## src/include/f2h_uart_consts.svh

```systemverilog
// -----------------------------------------------
// UART register map, message lengths, bus widths
// and debounce timing
// -----------------------------------------------
`ifndef F2H_UART_CONSTS_SVH
`define F2H_UART_CONSTS_SVH

// UART controller behind the FPGA-to-HPS bridge
`define F2H_UART_BASE       32'hFFC02000
`define F2H_UART_THR_OFS    32'h00000000
`define F2H_UART_LSR_OFS    32'h00000014
`define F2H_UART_VER_ADDR   32'hFFC020F8
`define F2H_LSR_THRE_BIT    5

// Bus widths
`define F2H_ADDR_W          32
`define F2H_DATA_W          32

// Message lengths in characters
`define F2H_HELLO_LEN       26
`define F2H_PREFIX_LEN      12

// Push buttons
`define F2H_DEBOUNCE_CYCLES 50000
`define F2H_KEY_COUNT       2

`endif

```

## src/logic/axi_pkg.sv

```systemverilog
// -----------------------------------------------
// Channel payloads and master command for the
// single-beat bridge transactions
// -----------------------------------------------
`include "f2h_uart_consts.svh"

package axi_pkg;

	typedef struct packed {
		logic [`F2H_ADDR_W-1:0] addr;
		logic [2:0]             prot;
	} axi_ar_t;

	typedef struct packed {
		logic [`F2H_DATA_W-1:0] data;
		logic [1:0]             resp;
	} axi_r_t;

	typedef struct packed {
		logic [`F2H_ADDR_W-1:0] addr;
		logic [2:0]             prot;
	} axi_aw_t;

	typedef struct packed {
		logic [`F2H_DATA_W-1:0]   data;
		logic [`F2H_DATA_W/8-1:0] strb;
		logic                     last;
	} axi_w_t;

	// One read or write, as issued by the printer
	typedef struct packed {
		logic                   write;
		logic [`F2H_ADDR_W-1:0] addr;
		logic [`F2H_DATA_W-1:0] wdata;
	} axi_cmd_t;

endpackage

```

## src/logic/uart_pkg.sv

```systemverilog
// -----------------------------------------------
// Print requests and the UART read-back word
// -----------------------------------------------
`include "f2h_uart_consts.svh"

package uart_pkg;

	typedef enum logic {
		REQ_CHAR = 1'b0,
		REQ_WORD = 1'b1
	} req_kind_e;

	// Character to print, or address of a word to print in hex
	typedef struct packed {
		req_kind_e              kind;
		logic [7:0]             ch;
		logic [`F2H_ADDR_W-1:0] addr;
	} print_req_t;

	// Line status register flags, transmit-empty at bit 5
	typedef struct packed {
		logic [23:0] rsvd;
		logic        rfe;
		logic        temt;
		logic        thre;
		logic        bi;
		logic        fe;
		logic        pe;
		logic        oe;
		logic        dr;
	} uart_lsr_t;

	// Poll result or word to print, same 32 bits
	typedef union packed {
		uart_lsr_t       lsr;
		logic [7:0][3:0] nib;
	} uart_word_u;

endpackage

```

## src/logic/key_debounce.sv

```systemverilog
// -----------------------------------------------
// Synchronizer and debouncer for one active-low key
// -----------------------------------------------
`timescale 1ns/1ps
`include "f2h_uart_consts.svh"

module key_debounce #(
	parameter int stable_cycles = `F2H_DEBOUNCE_CYCLES
) (
	input  logic FPGA_CLK1_50,
	input  logic my_reset,
	input  logic key_n,
	output logic key_level
);
	localparam int cnt_w = $clog2(stable_cycles + 1);
	localparam logic [cnt_w-1:0] cnt_limit = cnt_w'(stable_cycles);

	logic [1:0]       key_sync;
	logic             key_prev;
	logic [cnt_w-1:0] stable_cnt;

	always_ff @(posedge FPGA_CLK1_50 or posedge my_reset) begin
		if (my_reset) begin
			key_sync   <= '0;
			key_prev   <= 1'b0;
			stable_cnt <= '0;
			key_level  <= 1'b0;
		end else begin
			// Inverted so a pressed key reads 1
			key_sync <= {key_sync[0], ~key_n};
			key_prev <= key_sync[1];
			if (key_sync[1] != key_prev) begin
				stable_cnt <= '0;
			end else if (stable_cnt != cnt_limit) begin
				stable_cnt <= stable_cnt + 1'b1;
			end
			if (stable_cnt == cnt_limit) begin
				key_level <= key_prev;
			end
		end
	end

	a_level_settled: assert property (@(posedge FPGA_CLK1_50) disable iff (my_reset)
		!$stable(key_level) |-> $past(stable_cnt) == cnt_limit)
		else $error("key_level changed before the key was stable");

endmodule

```

## src/logic/msg_sequencer.sv

```systemverilog
// -----------------------------------------------
// Message sequencer, hello and prefix strings
// followed by one word print
// -----------------------------------------------
`timescale 1ns/1ps
`include "f2h_uart_consts.svh"

module msg_sequencer (
	input  logic                       FPGA_CLK1_50,
	input  logic                       my_reset,
	input  logic [`F2H_KEY_COUNT-1:0]  key_level,
	output uart_pkg::print_req_t       req,
	output logic                       req_strobe,
	input  logic                       req_done
);
	localparam int idx_w = $clog2(`F2H_HELLO_LEN);
	localparam logic [8*`F2H_HELLO_LEN-1:0] hello_msg =
		{"Hello from the FPGA side", 8'h0D, 8'h0A};
	localparam logic [8*`F2H_PREFIX_LEN-1:0] prefix_msg = "0xFFC020F8: ";

	typedef enum logic [2:0] {
		S_IDLE,
		S_RELEASE,
		S_HELLO,
		S_PREFIX,
		S_WORD
	} seq_state_e;

	seq_state_e       state;
	logic [idx_w-1:0] char_idx;
	logic             sel_short;
	logic             busy;

	always_ff @(posedge FPGA_CLK1_50 or posedge my_reset) begin
		if (my_reset) begin
			state      <= S_IDLE;
			char_idx   <= '0;
			sel_short  <= 1'b0;
			busy       <= 1'b0;
			req        <= '0;
			req_strobe <= 1'b0;
		end else begin
			req_strobe <= 1'b0;
			case (state)
				S_IDLE: begin
					if (key_level[0]) begin
						sel_short <= 1'b0;
						state     <= S_RELEASE;
					end else if (key_level[1]) begin
						sel_short <= 1'b1;
						state     <= S_RELEASE;
					end
				end
				// Start on release of the key that was pressed
				S_RELEASE: begin
					if (!key_level[sel_short]) begin
						char_idx <= sel_short ? idx_w'(`F2H_PREFIX_LEN - 1)
							: idx_w'(`F2H_HELLO_LEN - 1);
						state    <= sel_short ? S_PREFIX : S_HELLO;
					end
				end
				S_HELLO, S_PREFIX: begin
					if (!busy) begin
						req.kind   <= uart_pkg::REQ_CHAR;
						req.ch     <= (state == S_HELLO) ? hello_msg[8*char_idx +: 8]
							: prefix_msg[8*char_idx +: 8];
						req.addr   <= '0;
						req_strobe <= 1'b1;
						busy       <= 1'b1;
					end else if (req_done) begin
						busy <= 1'b0;
						if (char_idx != '0) begin
							char_idx <= char_idx - 1'b1;
						end else if (state == S_HELLO) begin
							char_idx <= idx_w'(`F2H_PREFIX_LEN - 1);
							state    <= S_PREFIX;
						end else begin
							state <= S_WORD;
						end
					end
				end
				S_WORD: begin
					if (!busy) begin
						req.kind   <= uart_pkg::REQ_WORD;
						req.ch     <= 8'h00;
						req.addr   <= `F2H_UART_VER_ADDR;
						req_strobe <= 1'b1;
						busy       <= 1'b1;
					end else if (req_done) begin
						busy  <= 1'b0;
						state <= S_IDLE;
					end
				end
				default: state <= S_IDLE;
			endcase
		end
	end

	a_one_request: assert property (@(posedge FPGA_CLK1_50) disable iff (my_reset)
		req_strobe |=> (!req_strobe until req_done))
		else $error("req_strobe issued before req_done");

endmodule

```

## src/logic/uart_printer.sv

```systemverilog
// -----------------------------------------------
// UART printer, LSR polling, THR writes and
// hex conversion of a read word
// -----------------------------------------------
`timescale 1ns/1ps
`include "f2h_uart_consts.svh"

module uart_printer (
	input  logic                 FPGA_CLK1_50,
	input  logic                 my_reset,
	input  uart_pkg::print_req_t req,
	input  logic                 req_strobe,
	output logic                 req_done,
	output axi_pkg::axi_cmd_t    cmd,
	output logic                 cmd_strobe,
	input  logic                 cmd_done,
	input  uart_pkg::uart_word_u rdata
);
	typedef enum logic [2:0] {
		P_IDLE,
		P_POLL,
		P_POLL_WAIT,
		P_WRITE,
		P_WRITE_WAIT,
		P_WORD_WAIT
	} prn_state_e;

	prn_state_e           state;
	logic                 word_mode;
	logic [3:0]           out_idx;
	logic [7:0]           ch_q;
	uart_pkg::uart_word_u word_q;
	logic                 thre_seen;

	// Digits 0 to 7 most significant first, then CR and LF
	function automatic logic [7:0] word_char(input logic [3:0] idx,
		input uart_pkg::uart_word_u word);
		logic [3:0] nib;
		nib = word.nib[~idx[2:0]];
		case (idx)
			4'd8:    word_char = 8'h0D;
			4'd9:    word_char = 8'h0A;
			default: word_char = (nib < 4'd10) ? 8'h30 + {4'h0, nib} : 8'h37 + {4'h0, nib};
		endcase
	endfunction

	always_ff @(posedge FPGA_CLK1_50 or posedge my_reset) begin
		if (my_reset) begin
			state      <= P_IDLE;
			word_mode  <= 1'b0;
			out_idx    <= '0;
			ch_q       <= '0;
			word_q     <= '0;
			thre_seen  <= 1'b0;
			cmd        <= '0;
			cmd_strobe <= 1'b0;
			req_done   <= 1'b0;
		end else begin
			cmd_strobe <= 1'b0;
			req_done   <= 1'b0;
			case (state)
				P_IDLE: begin
					if (req_strobe) begin
						word_mode <= (req.kind == uart_pkg::REQ_WORD);
						out_idx   <= '0;
						ch_q      <= req.ch;
						if (req.kind == uart_pkg::REQ_WORD) begin
							cmd        <= '{write: 1'b0, addr: req.addr, wdata: '0};
							cmd_strobe <= 1'b1;
							state      <= P_WORD_WAIT;
						end else begin
							state <= P_POLL;
						end
					end
				end
				P_WORD_WAIT: begin
					if (cmd_done) begin
						word_q <= rdata;
						ch_q   <= word_char(4'd0, rdata);
						state  <= P_POLL;
					end
				end
				// -----------------------------------------------
				// Poll LSR until the transmit holding register is empty
				// -----------------------------------------------
				P_POLL: begin
					cmd        <= '{write: 1'b0, addr: `F2H_UART_BASE + `F2H_UART_LSR_OFS,
						wdata: '0};
					cmd_strobe <= 1'b1;
					state      <= P_POLL_WAIT;
				end
				P_POLL_WAIT: begin
					if (cmd_done) begin
						thre_seen <= rdata[`F2H_LSR_THRE_BIT];
						state     <= rdata.lsr.thre ? P_WRITE : P_POLL;
					end
				end
				P_WRITE: begin
					cmd        <= '{write: 1'b1, addr: `F2H_UART_BASE + `F2H_UART_THR_OFS,
						wdata: {{(`F2H_DATA_W - 8){1'b0}}, ch_q}};
					cmd_strobe <= 1'b1;
					state      <= P_WRITE_WAIT;
				end
				P_WRITE_WAIT: begin
					if (cmd_done) begin
						thre_seen <= 1'b0;
						if (word_mode && out_idx != 4'd9) begin
							out_idx <= out_idx + 4'd1;
							ch_q    <= word_char(out_idx + 4'd1, word_q);
							state   <= P_POLL;
						end else begin
							req_done <= 1'b1;
							state    <= P_IDLE;
						end
					end
				end
				default: state <= P_IDLE;
			endcase
		end
	end

	a_write_after_thre: assert property (@(posedge FPGA_CLK1_50) disable iff (my_reset)
		cmd_strobe && cmd.write |-> thre_seen)
		else $error("THR write without a transmit-empty LSR read");

endmodule

```

## src/logic/axi_single_master.sv

```systemverilog
// -----------------------------------------------
// Single-beat read and write master
// -----------------------------------------------
`timescale 1ns/1ps
`include "f2h_uart_consts.svh"

module axi_single_master (
	input  logic                   FPGA_CLK1_50,
	input  logic                   my_reset,
	input  axi_pkg::axi_cmd_t      cmd,
	input  logic                   cmd_strobe,
	output logic                   cmd_done,
	output logic [`F2H_DATA_W-1:0] rdata,
	output axi_pkg::axi_ar_t       ar,
	output logic                   ar_valid,
	input  logic                   ar_ready,
	input  axi_pkg::axi_r_t        r,
	input  logic                   r_valid,
	output logic                   r_ready,
	output axi_pkg::axi_aw_t       aw,
	output logic                   aw_valid,
	input  logic                   aw_ready,
	output axi_pkg::axi_w_t        w,
	output logic                   w_valid,
	input  logic                   w_ready,
	input  logic [1:0]             b_resp,
	input  logic                   b_valid,
	output logic                   b_ready
);
	typedef enum logic [1:0] {
		M_IDLE,
		M_READ,
		M_WRITE,
		M_RESP
	} mst_state_e;

	mst_state_e state;
	logic       aw_hs;
	logic       w_hs;

	assign aw_hs = aw_valid && aw_ready;
	assign w_hs  = w_valid && w_ready;

	always_ff @(posedge FPGA_CLK1_50 or posedge my_reset) begin
		if (my_reset) begin
			state    <= M_IDLE;
			ar       <= '0;
			aw       <= '0;
			w        <= '0;
			ar_valid <= 1'b0;
			r_ready  <= 1'b0;
			aw_valid <= 1'b0;
			w_valid  <= 1'b0;
			b_ready  <= 1'b0;
			cmd_done <= 1'b0;
			rdata    <= '0;
		end else begin
			cmd_done <= 1'b0;
			case (state)
				M_IDLE: begin
					if (cmd_strobe && cmd.write) begin
						aw       <= '{addr: cmd.addr, prot: 3'b000};
						w        <= '{data: cmd.wdata, strb: 4'b0001, last: 1'b1};
						aw_valid <= 1'b1;
						w_valid  <= 1'b1;
						state    <= M_WRITE;
					end else if (cmd_strobe) begin
						ar       <= '{addr: cmd.addr, prot: 3'b000};
						ar_valid <= 1'b1;
						r_ready  <= 1'b1;
						state    <= M_READ;
					end
				end
				M_READ: begin
					if (ar_valid && ar_ready) begin
						ar_valid <= 1'b0;
					end
					if (r_valid && r_ready) begin
						r_ready  <= 1'b0;
						rdata    <= r.data;
						cmd_done <= 1'b1;
						state    <= M_IDLE;
					end
				end
				// Address and data complete in either order
				M_WRITE: begin
					if (aw_hs) begin
						aw_valid <= 1'b0;
					end
					if (w_hs) begin
						w_valid <= 1'b0;
					end
					if ((!aw_valid || aw_hs) && (!w_valid || w_hs)) begin
						b_ready <= 1'b1;
						state   <= M_RESP;
					end
				end
				M_RESP: begin
					if (b_valid) begin
						b_ready  <= 1'b0;
						cmd_done <= 1'b1;
						state    <= M_IDLE;
					end
				end
				default: state <= M_IDLE;
			endcase
		end
	end

	// -----------------------------------------------
	// Channel rules
	// -----------------------------------------------
	a_ar_hold: assert property (@(posedge FPGA_CLK1_50) disable iff (my_reset)
		ar_valid && !ar_ready |=> ar_valid && $stable(ar))
		else $error("ar_valid or ar changed before ar_ready");
	a_aw_hold: assert property (@(posedge FPGA_CLK1_50) disable iff (my_reset)
		aw_valid && !aw_ready |=> aw_valid && $stable(aw))
		else $error("aw_valid or aw changed before aw_ready");
	a_w_hold: assert property (@(posedge FPGA_CLK1_50) disable iff (my_reset)
		w_valid && !w_ready |=> w_valid && $stable(w))
		else $error("w_valid or w changed before w_ready");
	a_resp_okay: assert property (@(posedge FPGA_CLK1_50) disable iff (my_reset)
		(r_valid && r_ready |-> r.resp == 2'b00) and (b_valid && b_ready |-> b_resp == 2'b00))
		else $error("Bridge returned an error response");

endmodule

```

## src/logic/f2h_uart_tx.sv

```systemverilog
// -----------------------------------------------
// Key-triggered UART message over the bridge
// -----------------------------------------------
`timescale 1ns/1ps
`include "f2h_uart_consts.svh"

module f2h_uart_tx #(
	parameter int debounce_cycles = `F2H_DEBOUNCE_CYCLES
) (
	input  logic                      FPGA_CLK1_50,
	input  logic                      my_reset,
	input  logic [`F2H_KEY_COUNT-1:0] key,
	output logic [`F2H_KEY_COUNT-1:0] led,
	output axi_pkg::axi_ar_t          ar,
	output logic                      ar_valid,
	input  logic                      ar_ready,
	input  axi_pkg::axi_r_t           r,
	input  logic                      r_valid,
	output logic                      r_ready,
	output axi_pkg::axi_aw_t          aw,
	output logic                      aw_valid,
	input  logic                      aw_ready,
	output axi_pkg::axi_w_t           w,
	output logic                      w_valid,
	input  logic                      w_ready,
	input  logic [1:0]                b_resp,
	input  logic                      b_valid,
	output logic                      b_ready
);
	logic [`F2H_KEY_COUNT-1:0] key_level;
	uart_pkg::print_req_t      req;
	logic                      req_strobe;
	logic                      req_done;
	axi_pkg::axi_cmd_t         cmd;
	logic                      cmd_strobe;
	logic                      cmd_done;
	logic [`F2H_DATA_W-1:0]    rdata;

	// Push buttons
	for (genvar gi = 0; gi < `F2H_KEY_COUNT; gi++) begin : g_key
		key_debounce #(
			.stable_cycles(debounce_cycles)
		) u_key_debounce (
			.FPGA_CLK1_50(FPGA_CLK1_50),
			.my_reset(my_reset),
			.key_n(key[gi]),
			.key_level(key_level[gi])
		);
	end

	assign led = key_level;

	msg_sequencer u_msg_sequencer (
		.FPGA_CLK1_50(FPGA_CLK1_50),
		.my_reset(my_reset),
		.key_level(key_level),
		.req(req),
		.req_strobe(req_strobe),
		.req_done(req_done)
	);

	uart_printer u_uart_printer (
		.FPGA_CLK1_50(FPGA_CLK1_50),
		.my_reset(my_reset),
		.req(req),
		.req_strobe(req_strobe),
		.req_done(req_done),
		.cmd(cmd),
		.cmd_strobe(cmd_strobe),
		.cmd_done(cmd_done),
		.rdata(rdata)
	);

	// Bridge side
	axi_single_master u_axi_single_master (
		.FPGA_CLK1_50(FPGA_CLK1_50),
		.my_reset(my_reset),
		.cmd(cmd),
		.cmd_strobe(cmd_strobe),
		.cmd_done(cmd_done),
		.rdata(rdata),
		.ar(ar),
		.ar_valid(ar_valid),
		.ar_ready(ar_ready),
		.r(r),
		.r_valid(r_valid),
		.r_ready(r_ready),
		.aw(aw),
		.aw_valid(aw_valid),
		.aw_ready(aw_ready),
		.w(w),
		.w_valid(w_valid),
		.w_ready(w_ready),
		.b_resp(b_resp),
		.b_valid(b_valid),
		.b_ready(b_ready)
	);

endmodule

```

## config.mk

```make
export PLATFORM = sky130hd
export DESIGN_NAME = f2h_uart_tx
export DESIGN_NICKNAME = d
export VERILOG_FILES = /design/src/logic/axi_pkg.sv /design/src/logic/uart_pkg.sv /design/src/logic/key_debounce.sv /design/src/logic/msg_sequencer.sv /design/src/logic/uart_printer.sv /design/src/logic/axi_single_master.sv /design/src/logic/f2h_uart_tx.sv
export VERILOG_INCLUDE_DIRS = /design/src /design/src/include
export SDC_FILE = /design/constraint.sdc
export NUM_CORES = 1
export LEC_CHECK = 0
export BUFFER_PORTS_ARGS = -buffer_cell sky130_fd_sc_hd__buf_2
export CAP_MARGIN = 20
export CORE_MARGIN = 4
export CORE_UTILIZATION = 45
export CTS_CLUSTER_DIAMETER = 200
export DETAILED_ROUTE_END_ITERATION = 10
export GPL_TIMING_DRIVEN = 1
export MAX_ROUTING_LAYER = met4
export PLACE_DENSITY = 0.72
export SLEW_MARGIN = 0
export SYNTH_ARGS = -nofsm -noshare
export SYNTH_HDL_FRONTEND = slang
export SYNTH_SLANG_ARGS = --single-unit
```

## constraint.sdc

```tcl
create_clock -name FPGA_CLK1_50 -period 9.6 [get_ports FPGA_CLK1_50]
set_input_delay 1.44 -clock FPGA_CLK1_50 [delete_from_list [all_inputs] [get_ports FPGA_CLK1_50]]
set_output_delay 1.44 -clock FPGA_CLK1_50 [all_outputs]
set_load 0.05 [all_outputs]
```

==> Yosys cells after proc, flatten, opt, wreduce, memory -nomap -nowiden <==
Cells that the tools add are included.
{ "word_totals": {"regBits": 344, "inputBits": 45} }
{ "classes": {"addsub": 8, "order_cmp": 4, "n_eq_ne": 47, "shift": 2, "n_mux": 88, "bitwise_logic": 4, "n_reduce_logical": 48} }
{ "ops": {"columns": ["operator", "count"], "rows": [
  ["208-bit by 9-bit variable part select with 8-bit output (first input constant)", 1],
  ["65-bit one-hot mux with 3 select lines", 1],
  ["65-bit two-way mux", 2],
  ["96-bit by 9-bit variable part select with 8-bit output (first input constant)", 1],
  ["41-bit two-way mux", 2],
  ["41-bit one-hot mux with 2 select lines", 1],
  ["16-bit two-way mux", 4],
  ["8-bit two-way mux", 7],
  ["3-bit two-way mux", 14],
  ["16-bit by 1-bit adder with 16-bit output (second input constant)", 2],
  ["16-bit == test (second input constant)", 2],
  ["16-bit inequality test (second input constant)", 2],
  ["5-bit two-way mux", 6],
  ["6-bit by 4-bit adder with 7-bit output (first input constant)", 4],
  ["2-bit by 1-bit inequality test with 1-bit output (second input constant)", 14],
  ["1-bit two-way mux", 26],
  ["8-bit one-hot mux with 3 select lines", 1],
  ["4-bit AND reduction", 5],
  ["2-bit inequality test (second input constant)", 9],
  ["3-bit one-hot mux with 6 select lines", 1],
  ["3-bit AND reduction", 6],
  ["2-bit nonzero test", 9],
  ["4-bit two-way mux", 4],
  ["8-bit one-hot mux with 2 select lines", 1],
  ["37 further kinds", 76]
]} }

==> Longest topological paths before layout <==
Gate-level depths: netlist of run 1.
{ "depth": {"word_depth": 10, "ltp_mapped": 12, "ltp_nobuf": 9} }

==> Modules after synthesis <==
From an unflattened synthesis of run 1, not the netlist that was laid out.
{ "unflattened": {"hier_cells": 1172, "area_unflattened_um2": 13573.0} }
{ "by_module_without_submodules": {"columns": ["mod", "instances", "cells_per_inst", "area_each_um2", "seq_area_each_um2"], "rows": [
  ["axi_single_master", 1, 319, 5260.0, 3428.3],
  ["uart_printer", 1, 438, 4579.4, 2277.2],
  ["msg_sequencer", 1, 213, 1676.6, 475.5],
  ["key_debounce at g_key[0].u_key_debounce", 1, 100, 1034.7, 500.5],
  ["key_debounce at g_key[1].u_key_debounce", 1, 102, 1022.2, 500.5]
]} }

==> Worst setup path after synthesis of run 1 <==
OpenSTA, ideal clock, no wires.
{ "synth_path": {"path_type": "reg2reg", "from": "register u_uart_printer.out_idx[0]", "to": "register u_uart_printer.ch_q[2]", "t_arrival_ns": 2.380, "setup_slack_ns": 7.078, "path_stages_with_launch": 12, "path_buffers": 2, "path_cell_list": "dfrtp_1 -> buf_2 -> inv_2 -> ha_1 -> buf_6 -> mux2i_1 -> mux4_2 -> ha_1 -> inv_1 -> nor4b_2 -> o31ai_1 -> a31oi_1"} }
{ "synth_between": {"elab_chain_len": 10, "word_cells_on_any_way": 18, "cone_classes": "add/sub (3); order compare (1); eq/ne (4); mux (7); bitwise (1); reduce/logical (2)"} }
{ "synth_rtl": {"columns": ["element", "line_no", "text"], "rows": [
  ["start, declared", "uart_printer.sv:30", "logic [3:0] out_idx;"],
  ["start signal, assigned", "uart_printer.sv:108", "out_idx <= out_idx + 4'd1;"],
  ["4-bit by 1-bit adder with 4-bit output", "uart_printer.sv:109", "ch_q <= word_char(out_idx + 4'd1, word_q);"],
  ["3-bit NOT", "uart_printer.sv:39", "nib = word.nib[~idx[2:0]];"],
  ["4-bit binary-select mux with 3-bit select", "uart_printer.sv:39", null],
  ["4-bit two-way mux (implied by the code)", "uart_printer.sv:39", null],
  ["6-bit by 4-bit adder with 7-bit output or 4-bit less-than comparator (tied branches)", "uart_printer.sv:43", "default: word_char = (nib < 4'd10) ? 8'h30 + {4'h0, nib} : 8'h37 + {4'h0, nib};"],
  ["8-bit two-way mux", "uart_printer.sv:43", null],
  ["8-bit one-hot mux with 2 select lines", "uart_printer.sv:40", "case (idx)"],
  ["8-bit two-way mux", "uart_printer.sv:107", "if (word_mode && out_idx != 4'd9) begin"],
  ["8-bit two-way mux", "uart_printer.sv:105", "if (cmd_done) begin"],
  ["8-bit one-hot mux with 3 select lines", "uart_printer.sv:61", "case (state)"],
  ["end signal, assigned", "uart_printer.sv:66", "ch_q <= req.ch;"],
  ["end signal, assigned", "uart_printer.sv:79", "ch_q <= word_char(4'd0, rdata);"],
  ["end signal, assigned", "uart_printer.sv:109", null],
  ["end, declared", "uart_printer.sv:31", "logic [7:0] ch_q;"]
]} }
Several ways; a longest one is shown, not always the timed one. The select of a mux whose other input is x is not followed.
A chain may end at the register's enable or synchronous reset.

==> Final worst setup path of run 1 <==
Same ends and word-level chain as after synthesis.

==> impl_metrics.csv, run 1 <==
group,metric,value,unit
run_status,status,"finished clean",
global_routing,gr-usage-met3,3.845,%
worst_setup_path,cp.arrival,3.73,ns
route,vias_per_cell,5.225,
layout,area_delta_synth_final,9.425,%
timing,setup_violations,0,
synthesis,synth_area_per_cell,10.11,um2
timing,period_share,35.30,%
route,vias,6625,
synthesis,synth_area_leader_cell,"dfrtp_1",
worst_hold_path,min_path_type,"reg -> reg",
clock_network,cts_buffers,17,
worst_setup_path,crit_type,"reg -> reg",
timing,drv_slew,0,
worst_setup_path,required,9.94,ns
synthesis,synth_ff_type,"dfrtp_1",
layout,diodes,0,
route,wl_per_cell,14.68,um
flow_run,cap_violations,0,
clock_network,postCtsHoldBufs,0,
placed_design,dp_hpwl,13010,um
timing,finalClockSkew,0.008961,ns
clock_network,clk_pin_slew,0.07,ns
worst_hold_path,min-delay-start,"g_key[1].u_key_debounce.key_sync[0]",
synthesis,yosys-top-cells-area,"dfrtp_1 (47%), buf_4 (7.4%), nand2_1 (5.3%)",
synthesis,syn_inst,939,
pwr,power.total,1.610,mW
clock_network,ctsResizeCount,0,
synthesis,syn_area,0.009492,mm2
layout,drive_gt1_share,16.93,%
synthesis,ys_seq_area_share,46.93,%
clock_network,cts.sinks,178,
synthesis,synth_compound_area_share,10.32,%
layout,nets,1050,
pwr,power_density,155.0,mW/mm2
placed_design,placedCellCount,1234,
layout,fillers,1820,
clock_network,cts_setup_buffers,0,
clock_network,htree_num_levels,4,
timing,fmax,295.1,MHz
worst_setup_path,slowest_stage,"ha_1",
placed_design,io_buffer_count,91,
placed_design,finalWeightedCongestion,0.8507,
floorplan,core-area,0.02049,mm2
global_routing,grt_pass1_wl,31240,um
synthesis,netlist-cell-type-count,74,
layout,final_util,50.68,%
clock_network,clkLatencyLatePin,0.43,ns
synthesis,synth_xor_area_share,3.032,%
floorplan,die_w,153.2,um
worst_setup_path,critPathCapture,"u_uart_printer.ch_q[2]",
worst_setup_path,crit_fanout,19,
worst_setup_path,critPathCaptureType,"flop",
timing,slew_headroom,41.37,%
global_routing,groute.usage.overall,16.38,%
layout,layout_common_cells,"dfrtp_1 (178), nand2_1 (134), buf_2 (91), conb_1 (63), nor2_1 (60)",
route,postRouteAntennaNets,0,
worst_setup_path,reg2reg_slack,6.21,ns
layout,layout.cells.most_common,"dfrtp_1",
synthesis,synth_top_area_share,46.93,%
timing,fin_tns_setup,0,ns
route,drcViolationCount,0,
pwr,p_leak,5.158,nW
synthesis,synth_top_family_by_area,"simple AND/OR/NAND/NOR gates",
timing,rsz0062_at_grt,"false",
synthesis,synth_fa_ha_area_share,2.505,%
placed_design,preCtsSetupSlack,6.250,ns
clock_network,cts_tree,"built",
worst_setup_path,r2r_cells,9,
floorplan,row_count,52,
worst_setup_path,timing.rr.start,"u_uart_printer.out_idx[0]",
floorplan,die_h,153.2,um
global_routing,grt_overflow,0,
worst_setup_path,worst_path_most_repeated_cell,"ha_1",
timing,hold_viol,0,
synthesis,synthSimpleGateAreaFrac,15.54,%
clock_network,cts-root-buf,"clkbuf_16",
placed_design,place_area,0.009687,mm2
clock_network,cts_max_path_buffers,2,
global_routing,antenna_found_initial,0,
worst_setup_path,reg2reg_to,"u_uart_printer.ch_q[2]",
synthesis,muxShareOfSynthArea,10.95,%
route,drtIter0Drc,522,
floorplan,num_io_pins,159,
global_routing,grt_max_degree,115,
pwr,peakVddDrop,0.1657,mV
route,dr.pass1.iters,6,
timing,fin_crit,3.388,ns
worst_setup_path,max_stage_delay,0.91,ns
global_routing,grt_use_met1,22.73,%
synthesis,async_reset_ff_share,100.0,%
timing,whs,0.3507,ns
floorplan,start_util,46.31,%
synthesis,synth-edff-count,0,
floorplan,die_area,0.02348,mm2
worst_setup_path,crit_path_start,"u_uart_printer.out_idx[0]",
worst_setup_path,startpoint_type,"flop",
layout,final_cells,1268,
synthesis,yosysWarnings,0,
timing,setup_slack,6.212,ns
global_routing,grt_busiest_layer,"met2",
layout,final_area,0.01039,mm2
timing,worst_pin_slew,0.8794,ns
route,wirelength,18610,um
global_routing,grt_pass1_vias,6225,
synthesis,ys_ff_latch,178,
worst_setup_path,path_cells,"inv_2 > ha_1 > mux4_2 > mux2i_1 > ha_1 > inv_1 > nor4b_2 > o31ai_1 > a31oi_1",
global_routing,use_met2,24.70,%
==> kinds of logic after synthesis <==
| group | Yosys count |
|---|---|
| adder cells (fa/ha/maj) | 19 |
| multiplexers | 89 |
| AND/OR/NAND/NOR | 307 |
| buffers and inverters | 168 |
| AO/OA/AOI/OAI | 145 |
| flip-flops | 178 |
| XOR/XNOR | 32 |
| other | 1 |
==> how the worst min path moves through the flow <==
stage	slack (ns)	endpoint	cells after the start
2_1_floorplan	0.33	g_key[0].u_key_debounce.key_sync[1]	0
3_3_place_gp	0.33	g_key[1].u_key_debounce.key_sync[1]	0
3_5_place_dp	0.34	g_key[1].u_key_debounce.key_sync[1]	0
4_1_cts	0.35	g_key[1].u_key_debounce.key_sync[1]	0
5_1_grt	0.37	g_key[1].u_key_debounce.key_sync[1]	0
6_report	0.35	g_key[1].u_key_debounce.key_sync[1]	0
==> registers in the layout (all words and copies together) (netlist names), 2 cells and up <==
| signal | count |
|---|---|
| u_uart_printer.ch_q | 7 |
| g_key.u_key_debounce.stable_cnt | 32 |
| u_axi_single_master.rdata | 32 |
| u_uart_printer.out_idx | 4 |
| u_msg_sequencer.char_idx | 5 |
| u_axi_single_master.aw | 4 |
| g_key.u_key_debounce.key_sync | 4 |
| u_uart_printer.state | 3 |
| u_axi_single_master.w | 9 |
| u_msg_sequencer.state | 3 |
| u_msg_sequencer.req | 8 |
| g_key.u_key_debounce.key_prev | 2 |
| u_axi_single_master.ar | 4 |
| g_key.u_key_debounce.key_level | 2 |
| u_uart_printer.word_q | 32 |
| u_uart_printer.cmd | 13 |
| u_axi_single_master.state | 2 |
==> critical path, delay by kind of cell, from the launching register on <==
kind                     cells  cell delay (ns)
multiplexers                 2             0.74
AO/OA/AOI/OAI                2             0.31
flip-flops                   1             0.55
AND/OR/NAND/NOR              1             0.31
buffers and inverters        2             0.23
adder cells (fa/ha/maj)      2             1.16
==> cell type report <==
cell class / instances / area (um2) / area share [%]
inverter: 35 / 136.4 / 1.313
tap: 270 / 337.8 / 3.253
timing repair buffer: 99 / 563.0 / 5.421
clock buffer: 21 / 460.4 / 4.433
sequential: 178 / 4454 / 42.89
multi-input combinational: 655 / 4262 / 41.03
clock inverter: 10 / 172.7 / 1.662
==> synthesized netlist by cell type, types with 5 or more instances <==
cell and instances:
nand4_1 9, dfrtp_1 178, nor3_1 15, mux2_1 39
nand2_1 134, and2_1 7, mux2i_1 24, o211ai_1 6
inv_1 31, ha_1 19, buf_4 93, or3_1 7
a31oi_1 9, clkbuf_1 27, xor2_1 14, buf_2 8
xnor2_1 17, nand3_1 19, o21ai_0 21, nor2b_1 7
mux4_2 6, a22o_1 8, a21oi_1 30, o21ai_1 13
nand2b_1 13, o221ai_1 5, nor4_1 5, mux2_2 20
nor2_1 60, o31ai_1 6, a21o_1 7
==> per-layer routing <==
| metal | vias up | part of all wire (%) | wire (um) |
|---|---|---|---|
| met2 | 179 | 47 | 8661 |
| li1 | 3193 | - | - |
| met3 | 16 | 5.5 | 1020 |
| met4 | 0 | 1.2 | 216 |
| met5 | - | 0 | 0 |
| met1 | 3237 | 47 | 8712 |
==> where the power goes <==
group / internal, mW / switching [mW]
clock network: 0.452 / 0.288
logic: 0.0175 / 0.0838
registers: 0.757 / 0.0112
Power figures use the tool's default switching activity.
==> inputs of run 2 (changes only) <==
Settings changed: ABC_AREA set to 1, PLACE_DENSITY 0.72 to 0.75.
Clock period 9.6 ns to 2.7 ns, I/O delays scaled along.
==> impl_metrics.csv, run 2 <==
group,metric,value,unit
run_status,status,"finished clean",
clock_network,cts-root-buf,"clkbuf_16",
timing,fmax,420.2,MHz
floorplan,die_h,152.3,um
floorplan,start_util,46.02,%
synthesis,yosysMostFrequentCell,"nand2_1",
worst_setup_path,critPathCaptureType,"flop",
timing,hold_viol,0,
global_routing,grt_pass1_wl,32620,um
pwr,peakVddDrop,0.4515,mV
timing,drv_slew,0,
timing,worst_pin_slew,0.8778,ns
pwr,power.total,6.347,mW
synthesis,ys_seq_area_share,47.52,%
layout,drive_gt1_share,13.64,%
synthesis,syn_inst,1163,
layout,area_delta_synth_final,9.945,%
global_routing,antenna_found_initial,0,
synthesis,synth_top_area_share,47.52,%
clock_network,cts_tree,"built",
synthesis,async_reset_ff_share,100.0,%
worst_setup_path,cp.arrival,2.75,ns
clock_network,cts_buffers,17,
worst_setup_path,reg2reg_slack,0.32,ns
layout,nets,1290,
floorplan,die_w,152.3,um
pwr,p_leak,5.149,nW
layout,layout_common_cells,"nand2_1 (241), dfrtp_1 (178), inv_1 (162), o21ai_0 (155), buf_2 (91)",
synthesis,synth-edff-count,0,
route,vias,7414,
floorplan,die_area,0.02320,mm2
route,wl_per_cell,12.54,um
worst_setup_path,startpoint_type,"flop",
timing,period_share,88.13,%
synthesis,synth_area_per_cell,8.059,um2
worst_hold_path,min_path_type,"in -> async",
clock_network,cts_setup_buffers,0,
clock_network,postCtsHoldBufs,0,
worst_setup_path,r2r_cells,13,
pwr,power_density,615.9,mW/mm2
synthesis,synth_commonest_cells,"nand2_1 (241), dfrtp_1 (178), inv_1 (163), o21ai_0 (155), buf_4 (94)",
global_routing,grt_overflow,0,
synthesis,synth_ff_type,"dfrtp_1",
worst_setup_path,reg2reg_to,"u_uart_printer.ch_q[1]",
placed_design,io_buffer_count,91,
timing,whs,0.008379,ns
layout,diodes,0,
synthesis,ys_ff_latch,178,
layout,layout.cells.most_common,"nand2_1",
timing,rsz0062_at_grt,"false",
layout,fillers,1921,
worst_setup_path,crit_fanout,10,
route,dr.pass1.iters,5,
floorplan,row_count,52,
timing,fin_tns_setup,0,ns
worst_setup_path,required,3.07,ns
global_routing,groute.usage.overall,17.02,%
clock_network,cts.sinks,178,
floorplan,num_io_pins,159,
worst_setup_path,timing.rr.start,"u_uart_printer.out_idx[0]",
synthesis,synth_area_leader_cell,"dfrtp_1",
timing,setup_violations,0,
clock_network,htree_num_levels,4,
clock_network,ctsResizeCount,0,
clock_network,clkLatencyLatePin,0.44,ns
clock_network,clk_pin_slew,0.07,ns
global_routing,grt_max_degree,71,
synthesis,yosys-top-cells-area,"dfrtp_1 (48%), nand2_1 (9.7%), o21ai_0 (8.3%)",
flow_run,cap_violations,0,
floorplan,core-area,0.02036,mm2
placed_design,dp_hpwl,13520,um
route,vias_per_cell,4.913,
synthesis,netlist-cell-type-count,41,
clock_network,cts_max_path_buffers,2,
timing,fin_crit,2.380,ns
route,postRouteAntennaNets,0,
route,drtIter0Drc,554,
global_routing,grt_pass1_vias,7024,
route,wirelength,18920,um
route,drcViolationCount,0,
worst_setup_path,crit_type,"reg -> reg",
layout,reg_top3,"g_key.u_key_debounce.stable_cnt (32), u_axi_single_master.rdata (32), u_uart_printer.word_q (32)",
synthesis,syn_area,0.009373,mm2
placed_design,finalWeightedCongestion,0.8803,
synthesis,yosysWarnings,0,
timing,slew_headroom,41.32,%
timing,finalClockSkew,0.008982,ns
## run 2: area by class of cell
type | count | area (um2) | share of cell area [%]
sequential | 178 | 4454 | 43.22
clock buffer | 17 | 425.4 | 4.128
clock inverter | 15 | 187.7 | 1.821
inverter | 170 | 644.4 | 6.253
timing repair buffer | 102 | 563.0 | 5.464
tap | 270 | 337.8 | 3.278
multi-input combinational | 757 | 3692 | 35.83
## run 2: worst max-delay path by stage
stage                                    from                                 to  slack, ns  cells after the start
floorplan                            my_reset  g_key[0].u_key_debounce.key_level       0.01                      1
global placement    u_uart_printer.out_idx[0]             u_uart_printer.ch_q[1]       0.38                     13
detailed placement  u_uart_printer.out_idx[0]             u_uart_printer.ch_q[1]       0.28                     13
CTS                 u_uart_printer.out_idx[0]             u_uart_printer.ch_q[1]       0.24                     13
global route        u_uart_printer.out_idx[0]             u_uart_printer.ch_q[1]       0.08                     13
finish              u_uart_printer.out_idx[0]             u_uart_printer.ch_q[1]       0.32                     13
## run 2: routing by layer
metal  part of all wire [%]  GRT usage (%)  up-vias
met3                    5.3          3.209       26
li1                       -              -     3728
met4                    1.4          5.608        0
met2                     48          26.71      198
met5                      0              -        -
met1                     46          22.42     3462
## run 2: kinds of logic (layout without fill, tap and decap cells)
| group | Yosys count | count (layout) | synth area share [%] |
|---|---|---|---|
| compound gates | 232 | 232 | 13.03 |
| other cells | 1 | 63 | 0.04001 |
| xor+xnor | 5 | 5 | 0.4673 |
| fa+ha+maj | 19 | 19 | 2.536 |
| buf+inv | 290 | 304 | 15.67 |
| simple gates | 435 | 435 | 20.37 |
| mux | 3 | 3 | 0.3604 |
| flops | 178 | 178 | 47.52 |
## run 2: power by group
part | switching [mW] | internal (mW)
Sequential | 0.0894 | 2.92
Combinational | 0.613 | 0.200
Clock | 1.18 | 1.34
Total | 1.89 | 4.46
## run 2: worst max-delay path: stages, from the launching register on
cell,delay [ns]
dfrtp_1,0.49
inv_2,0.06
ha_2,0.44
inv_1,0.17
nor2_1,0.12
o21ai_0,0.10
nand3_1,0.10
nand2_1,0.10
ha_1,0.29
inv_1,0.06
nand3_1,0.07
nand3_1,0.08
nand3_1,0.08
a21oi_1,0.14
## run 2: stage by stage
stage	util, %	instances	setup WS [ns]	cell area (um2)
floorplan	-	1225	0.01439	9609
global placement	47.58	1477	0.3818	9689
detailed placement	47.58	1477	0.2778	9689
CTS	50.59	1509	0.2436	10300
global route	50.60	1509	0.07662	10300
finish	50.60	1509	0.3205	10300
